**src/design/qsim_types_pkg.sv**
```systemverilog
package qsim_types_pkg;

	// Fixed point format, two's complement parts
	localparam int PART_W    = 32;
	localparam int FRAC_BITS = 30;             // Q2.30, 1.0 = 2**30

	// Complex word is {re, im}, real part in the upper half
	localparam int CPLX_W = 2 * PART_W;

	// Partial products are kept at full width until the final shift
	localparam int PROD_W = 2 * PART_W;

	// State vector slice held by one processing element
	localparam int STATE_DEPTH = 64;
	localparam int STATE_AW    = $clog2(STATE_DEPTH);
	localparam int N_PAIRS     = STATE_DEPTH / 2; // pairs per gate application

	// Gate memory holds u00, u01, u10, u11
	localparam int GATE_DEPTH = 4;
	localparam int GATE_AW    = $clog2(GATE_DEPTH);

	// Target qubit index, 0 to STATE_AW-1 are legal
	localparam int QBIT_W = 3;

	// Complex MAC datapath
	localparam int ALU_LANES = 2;
	localparam int ALU_LAT   = 2;              // start to result, in cycles

	// Sparse applies a diagonal gate, dense a full 2x2 matrix
	typedef enum logic {
		OP_SPARSE = 1'b0,
		OP_DENSE  = 1'b1
	} op_mode_t;

endpackage

```
**src/design/pe_ctrl_pkg.sv**
```systemverilog
package pe_ctrl_pkg;

	typedef enum logic [2:0] {
		IDLE,
		FETCH_GATE,  // Two gate words per cycle into the core registers
		EXE,         // One pair read per cycle
		DRAIN,       // Wait for in-flight write-backs
		DONE
	} pe_state_t;

	localparam int FETCH_CYCLES = 2;
	localparam int DRAIN_CYCLES = 4;

	// Read issue to write-back distance, memory read plus operand register plus ALU
	localparam int WB_DLY = qsim_types_pkg::ALU_LAT + 2;

	// Shared sequencing counter covers fetch, pair index and drain
	localparam int SEQ_CNT_W = $clog2(qsim_types_pkg::N_PAIRS);

endpackage

```
**src/design/pe_controller.sv**
```systemverilog
`timescale 1ns/10ps

module pe_controller
	import qsim_types_pkg::*, pe_ctrl_pkg::*;
(
	input  logic                clk,
	input  logic                rst_n,

	input  logic                i_start,
	input  op_mode_t            i_op_mode,
	input  logic [QBIT_W-1:0]   i_target,

	// State memory, read address and write address per port
	output logic                o_state_en_a,
	output logic                o_state_we_a,
	output logic [STATE_AW-1:0] o_state_addr_a,
	output logic [STATE_AW-1:0] o_state_waddr_a,
	output logic                o_state_en_b,
	output logic                o_state_we_b,
	output logic [STATE_AW-1:0] o_state_addr_b,
	output logic [STATE_AW-1:0] o_state_waddr_b,

	// Gate memory reads
	output logic                o_gate_en,
	output logic [GATE_AW-1:0]  o_gate_addr_0,
	output logic [GATE_AW-1:0]  o_gate_addr_1,
	output logic                o_gate_cap,

	output logic                o_alu_start,
	output op_mode_t            o_mode,
	output logic                o_busy,
	output logic                o_done
);

	pe_state_t            state;
	logic [SEQ_CNT_W-1:0] cnt;
	logic [QBIT_W-1:0]    target;

	logic                rd_issue;
	logic [STATE_AW-1:0] rd_addr_a;
	logic [STATE_AW-1:0] rd_addr_b;

	logic [WB_DLY-1:0]   vld_q;          // Bit i set means a pair read i+1 cycles ago
	logic [STATE_AW-1:0] wa_q [WB_DLY];
	logic [STATE_AW-1:0] wb_q [WB_DLY];

	// Insert a zero at bit t of the pair index
	function automatic logic [STATE_AW-1:0] pair_addr(input logic [SEQ_CNT_W-1:0] k,
			input logic [QBIT_W-1:0] t);
		logic [STATE_AW-1:0] k_w;
		logic [STATE_AW-1:0] low_mask;
		k_w      = STATE_AW'(k);
		low_mask = (STATE_AW'(1) << t) - STATE_AW'(1);
		return ((k_w & ~low_mask) << 1) | (k_w & low_mask);
	endfunction

	assign rd_issue  = (state == EXE);
	assign rd_addr_a = pair_addr(cnt, target);
	assign rd_addr_b = rd_addr_a | (STATE_AW'(1) << target); // Partner has the target bit set

	always_ff @(posedge clk or negedge rst_n) begin
		if (!rst_n) begin
			state  <= IDLE;
			cnt    <= '0;
			target <= '0;
			o_mode <= OP_SPARSE;
		end else begin
			case (state)
				IDLE: begin
					if (i_start) begin
						state  <= FETCH_GATE;
						cnt    <= '0;
						target <= i_target;
						o_mode <= i_op_mode;
					end
				end
				FETCH_GATE: begin
					if (cnt == SEQ_CNT_W'(FETCH_CYCLES - 1)) begin
						state <= EXE;
						cnt   <= '0;
					end else begin
						cnt <= cnt + 1'b1;
					end
				end
				EXE: begin
					if (cnt == SEQ_CNT_W'(N_PAIRS - 1)) begin
						state <= DRAIN;
						cnt   <= '0;
					end else begin
						cnt <= cnt + 1'b1;
					end
				end
				DRAIN: begin
					if (cnt == SEQ_CNT_W'(DRAIN_CYCLES - 1))
						state <= DONE;
					else
						cnt <= cnt + 1'b1;
				end
				DONE:    state <= IDLE;
				default: state <= IDLE;
			endcase
		end
	end

	// Valid bits and the registered done and capture strobes
	always_ff @(posedge clk or negedge rst_n) begin
		if (!rst_n) begin
			vld_q      <= '0;
			o_gate_cap <= 1'b0;
			o_done     <= 1'b0;
		end else begin
			vld_q      <= {vld_q[WB_DLY-2:0], rd_issue};
			o_gate_cap <= o_gate_en;        // Gate read data is valid one cycle later
			o_done     <= (state == DONE);
		end
	end

	// Address delay line for write-back
	always_ff @(posedge clk) begin
		wa_q[0] <= rd_addr_a;
		wb_q[0] <= rd_addr_b;
		for (int i = 1; i < WB_DLY; i++) begin
			wa_q[i] <= wa_q[i-1];
			wb_q[i] <= wb_q[i-1];
		end
	end

	assign o_state_en_a    = rd_issue;
	assign o_state_en_b    = rd_issue;
	assign o_state_addr_a  = rd_addr_a;
	assign o_state_addr_b  = rd_addr_b;
	assign o_state_we_a    = vld_q[WB_DLY-1];
	assign o_state_we_b    = vld_q[WB_DLY-1];
	assign o_state_waddr_a = wa_q[WB_DLY-1];
	assign o_state_waddr_b = wb_q[WB_DLY-1];

	// First fetch cycle reads u00/u01, second reads u10/u11
	assign o_gate_en     = (state == FETCH_GATE);
	assign o_gate_addr_0 = {cnt[0], 1'b0};
	assign o_gate_addr_1 = {cnt[0], 1'b1};

	assign o_alu_start = vld_q[WB_DLY-ALU_LAT-1]; // Operands registered two cycles after issue
	assign o_busy      = (state != IDLE);

endmodule

```
**config.mk**
```make
export PLATFORM = sky130hd
export DESIGN_NAME = pe_controller
export DESIGN_NICKNAME = d
export VERILOG_FILES = /design/src/design/qsim_types_pkg.sv /design/src/design/pe_ctrl_pkg.sv /design/src/design/pe_controller.sv
export SDC_FILE = /design/constraint.sdc
export NUM_CORES = 1
export LEC_CHECK = 0
export BUFFER_PORTS_ARGS = -buffer_cell sky130_fd_sc_hd__buf_2
export CAP_MARGIN = 30
export CELL_PAD_IN_SITES_DETAIL_PLACEMENT = 0
export CELL_PAD_IN_SITES_GLOBAL_PLACEMENT = 1
export CORE_MARGIN = 3
export CORE_UTILIZATION = 44
export CTS_CLUSTER_DIAMETER = 60
export CTS_CLUSTER_SIZE = 12
export DETAILED_ROUTE_END_ITERATION = 8
export GPL_ROUTABILITY_DRIVEN = 1
export PLACE_DENSITY = 0.87
export SLEW_MARGIN = 30
export SYNTH_ARGS = -nofsm -noshare
export SYNTH_HDL_FRONTEND = slang
export SYNTH_SLANG_ARGS = --single-unit
```
**constraint.sdc**
```tcl
create_clock -name clk -period 4.9 [get_ports clk]
set_clock_uncertainty 0.2 [all_clocks]
set_input_delay 0.245 -clock clk [delete_from_list [all_inputs] [get_ports clk]]
set_output_delay 0.245 -clock clk [all_outputs]
set_load 0.05 [all_outputs]
```
* Word-level counts from Yosys, hierarchy flattened
Memories as Yosys holds them, arrays and structs flattened.
Index checks and enable logic that the tools add are counted.
** Cells by class
- Add/sub/neg operators :: 2
- Equal/unequal tests :: 12
- Shifts and indexed selects :: 1
- Multiplexer cells :: 10
- Bitwise logic cells :: 5
- Reductions and logical operators :: 6
** Operators by type and width (count)
- $mux W5 :: 4
- $pmux W5 S4 :: 1
- $mux W3 :: 4
- $or A6 B6 Y6 :: 2
- $pmux W3 S4 :: 1
- $and A5 B6 Y6 :: 1
- $eq A3 B2 Y1 const B :: 2
- $ne A2 B2 Y1 const B :: 3
- $shl A1 B3 Y6 const A :: 1
- $sub A6 B2 Y6 const B :: 1
- $add A5 B1 Y5 const B :: 1
- $and A5 B5 Y5 :: 1
- $eq A5 B1 Y1 const B :: 1
- $eq A5 B2 Y1 const B :: 1
- $eq A5 B5 Y1 const B :: 1
- $not A5 Y5 :: 1
- $ne A2 B1 Y1 const B :: 2
- $reduce_and A4 Y1 :: 1
- $reduce_bool A4 Y1 :: 1
- $eq A3 B1 Y1 const B :: 1
- $eq A3 B3 Y1 const B :: 1
- $logic_not A3 Y1 :: 1
- $reduce_and A3 Y1 :: 1
- $reduce_bool A3 Y1 :: 1
- $reduce_and A2 Y1 :: 1
** Word-level totals
- Register bits after elaboration :: 18
- Bits in writable memories :: 48
- Input port bits :: 7
- Output and inout port bits :: 38
- Logic and storage cells :: 45
- Memories kept :: 2
** Memory list
- wa_q :: depth 4, bits a word 6, read ports 4, clocked after memory_dff 0, wr ports 4, line pe_controller.sv:44 : logic [STATE_AW-1:0] wa_q [WB_DLY];
- wb_q :: depth 4, bits a word 6, read ports 4, clocked after memory_dff 0, wr ports 4, line pe_controller.sv:45 : logic [STATE_AW-1:0] wb_q [WB_DLY];

* Longest topological paths before layout
- Word-level depth :: 6
- Gate-level depth with buffers :: 7
- Depth with buffers taken out :: 7

* Worst setup path before layout
Ideal clock, no wire load.
- Path type :: register to output
- From :: reg target[2]
- To :: out o_state_addr_b[1]
- Arrival time :: 2.284 ns
- Data required time :: 4.455 ns
- Setup slack :: 2.171 ns
- Stages on the path, launching flop included :: 5
- Path buffers :: 1
- Cells stage by stage :: dfrtp_1 -> clkbuf_1 -> nor2_1 -> o21ai_0 -> a21o_1
** Between the ends
- Longest elaborated chain between the ends :: 6
- Elaborated cells between the ends (all ways) :: 7
- Those cells by class :: 1 x add/sub; 1 x shift; 5 x bitwise
** RTL lines
- start: declaration :: line pe_controller.sv:37 : logic [QBIT_W-1:0] target;
- start signal: assignment :: line pe_controller.sv:73 : target <= i_target;
- $shl A1 B3 Y6 (*) :: line pe_controller.sv:53 : low_mask = (STATE_AW'(1) << t) - STATE_AW'(1);
- $sub A6 B2 Y6 (*) :: line pe_controller.sv:53
- $not A5 Y5 :: line pe_controller.sv:54 : return ((k_w & ~low_mask) << 1) | (k_w & low_mask);
- $and A5 B5 Y5 :: line pe_controller.sv:54
- $or A6 B6 Y6 (*) :: line pe_controller.sv:54
- net o_state_addr_a[1] :: line pe_controller.sv:16 : output logic [STATE_AW-1:0] o_state_addr_a,
- $or A6 B6 Y6 (*) :: line pe_controller.sv:59 : assign rd_addr_b = rd_addr_a | (STATE_AW'(1) << target);
- end: declaration :: line pe_controller.sv:20 : output logic [STATE_AW-1:0] o_state_addr_b,
Mark *: on every way through the listed nets, which the timed path passes. The rest lies on a longest branch.

* Worst setup path after layout
- From :: reg cnt[0]
- To :: reg cnt[1]
** Between the ends
- Longest elaborated chain between the ends :: 3
- Elaborated cells between the ends (all ways) :: 10
- Those cells by class :: 1 x add/sub; 4 x eq/ne; 4 x mux; 1 x reduce/logical
** RTL lines
- start: declaration :: line pe_controller.sv:36 : logic [SEQ_CNT_W-1:0] cnt;
- start signal: assignment :: line pe_controller.sv:82 : cnt <= cnt + 1'b1;
- start signal: assignment :: line pe_controller.sv:90 : cnt <= cnt + 1'b1;
- start signal: assignment :: line pe_controller.sv:97 : cnt <= cnt + 1'b1;
- $add A5 B1 Y5, or another cell as far along :: line pe_controller.sv:82, pe_controller.sv:90, pe_controller.sv:97
- $mux W5, or another cell as far along :: line pe_controller.sv:94 : if (cnt == SEQ_CNT_W'(DRAIN_CYCLES - 1))
- $pmux W5 S4 or $reduce_and A3 Y1 (tied branches)
Parallel ways exist; a longest one is shown, timed or not. The select of a mux whose other input is x is not followed.
A chain may end at the register's enable or synchronous reset.

==> results.sh <==
export IMPL_criticalPathCategory="register to register"
export IMPL_first_global_vias=1176
export IMPL_synth_cell_types=40
export IMPL_dpl_hpwl_microns=2390
export IMPL_rows=23
export IMPL_crit_required_ns=4.94
export IMPL_synthesis_area_sq_um=1990
export IMPL_drc=0
export IMPL_synth_top_area_share=0.483
export IMPL_path_clk_slew_ns=0.07
export IMPL_slew_violations=0
export IMPL_grt_remaining_overflow=0
export IMPL_cts_tree="built"
export IMPL_synthArstFlopShare=0.273
export IMPL_hold_class="input port to register"
export IMPL_wl_per_cell_microns=13.1
export IMPL_synth_edf_count=0
export IMPL_hold_viol_final=0
export IMPL_ctsResizeCount=0
export IMPL_initial_core_util=0.477
export IMPL_crit_path_max_fanout=10
export IMPL_die_area_sq_um=5360
export IMPL_syn_to_final_growth_pct=22.8
export IMPL_antenna_found_initial=0
export IMPL_clockRootBuffer="clkbuf_8"
export IMPL_tns_ns=0
export IMPL_clock_sinks=66
export IMPL_fp_coreArea_sq_um=4170
export IMPL_seq_area_sq_um=1410
export IMPL_avgSynthCellArea_sq_um=13.0
export IMPL_track_usage=0.143
export IMPL_final_nets=209
export IMPL_r2r_start="cnt[0]"
export IMPL_status="finished, final reports clean"
export IMPL_synthTopCellsByCount="dfxtp_1, dfrtp_1, nand2_1"
export IMPL_clockBufferDepth=2
export IMPL_postCtsHoldBufs=5
export IMPL_drt_iter0_drc=50
export IMPL_die_height_microns=73.2
export IMPL_fin_crit_ns=2.24
export IMPL_seq_area_frac_synth=0.709
export IMPL_drtPass1Iterations=5
export IMPL_cts_htree_levels=3
export IMPL_startpoint_type="register"
export IMPL_yosysMostFrequentCell="dfxtp_1"
export IMPL_die_w_microns=73.2
export IMPL_dr_total_vias=1232
export IMPL_synth_main_ff_cell="dfxtp_1"
export IMPL_yosys_warnings=0
export IMPL_min_from="i_start"
export IMPL_grt_pass1_wl_microns=5490
export IMPL_wirelength_microns=3340
export IMPL_fillers=354
export IMPL_synthCells=153
export IMPL_fin_crit_sh=0.458
export IMPL_arrival_ns=2.28
export IMPL_grt_max_degree=19
export IMPL_multi_input_area_sq_um=489
export IMPL_yosysTopAreaCell="dfxtp_1"
export IMPL_clkLatencyLatePin_ns=0.33
export IMPL_n_antenna_cell=0
export IMPL_detail_route_antenna_nets=0
export IMPL_grt_setup_unrepaired="false"
export IMPL_via_per_inst=4.85
export IMPL_crit_path_end_kind="register"
export IMPL_finalSetupViolCount=0
export IMPL_synth_nets=163
export IMPL_crit_start="cnt[0]"
export IMPL_numCtsBuffers=9
export IMPL_ys_ff_latch=66
export IMPL_io_pin_count=45
export IMPL_fmax_ghz=0.446
export IMPL_gp_congestion=0.793
export IMPL_post_cts_setup_buffers=0
export IMPL_ys_top_cells_by_area="dfxtp_1, dfrtp_1, buf_4"
export IMPL_drive_gt1_frac=0.353
export IMPL_place_port_buffers=42
export IMPL_maxCapViolCount=0
==> routing by layer <==
layer / routed length (microns) / global-route usage
met5: 0 / 0
met4: 42 / 0.0738
met3: 213 / 0.0702
met2: 1800 / 0.238
met1: 1280 / 0.147
==> flip-flops by register name, indices dropped and copies added, names as in the netlist <==
register	count
state	3
cnt	5
o_mode	1
wb_q	24
o_done	1
vld_q	4
target	3
wa_q	24
o_gate_cap	1
==> worst max-delay path, cell delays in order, from the launching register on <==
cell	delay [ns]
dfrtp_1	0.48
ha_1	0.31
and3_1	0.22
ha_1	0.18
nor2b_1	0.19
a211oi_2	0.10
or2_4	0.28
o31ai_2	0.20
==> logic make-up (layout without fill, tap and decap cells) <==
| kind of cell | count (synthesis) | in the layout | share of synthesized area |
|---|---|---|---|
| compound gates | 25 | 25 | 0.100 |
| simple gates | 36 | 36 | 0.101 |
| fa+ha+maj | 3 | 3 | 0.0189 |
| mux | 4 | 4 | 0.0226 |
| flops | 66 | 66 | 0.709 |
| buf+inv | 17 | 68 | 0.0447 |
| other cells | 2 | 2 | 0.00377 |
==> layout by cell type (no fill, tap or decap), drive strengths merged, types with 3 or more instances in the layout <==
cell type | synthesis | layout
o21ai | 3 | 3
ha | 3 | 3
dfrtp | 18 | 18
clkinv | 0 | 4
o31ai | 3 | 3
dlygate4sd3 | 0 | 5
nand2 | 11 | 11
dfxtp | 48 | 48
clkbuf | 4 | 9
inv | 5 | 7
mux2 | 4 | 4
buf | 8 | 42
nor2 | 7 | 7
a21oi | 4 | 4
nor3b | 3 | 3
==> worst paths after layout <==
path / depth (start not counted) / to / slack (ns)
min reg2reg: 0 / wb_q[3][0] / 0.13
max: 7 / cnt[1] / 2.66
min in group asynchronous: 2 / state[0] / 0.15
min: 4 / state[0] / 0.12
max in group asynchronous: 2 / vld_q[3] / 4.06
max reg2reg: 7 / cnt[1] / 2.66
==> stage by stage <==
step / utilization / hold WS [ns] / cells / cell area (sq um) / worst slack, ns
global route: 0.585 / 0.113 / 254 / 2440 / 2.52
floorplan: - / -0.251 / 153 / 1990 / 2.17
CTS: 0.585 / 0.102 / 254 / 2440 / 2.66
detailed placement: 0.525 / -0.00239 / 233 / 2190 / 2.71
global placement: 0.525 / -0.0109 / 233 / 2190 / 2.80
finish: 0.585 / 0.124 / 254 / 2440 / 2.66
==> layout make-up <==
cell class / count / share of cell area
Sequential cell: 66 / 0.578
Multi-Input combinational cell: 70 / 0.200
Timing Repair Buffer: 47 / 0.107
Clock buffer: 9 / 0.0507
Clock inverter: 7 / 0.0313
Tap cell: 50 / 0.0256
Inverter: 5 / 0.00768
Power is not shown: default switching activity piles up to over one toggle a cycle in this logic, so the estimate is an artifact.
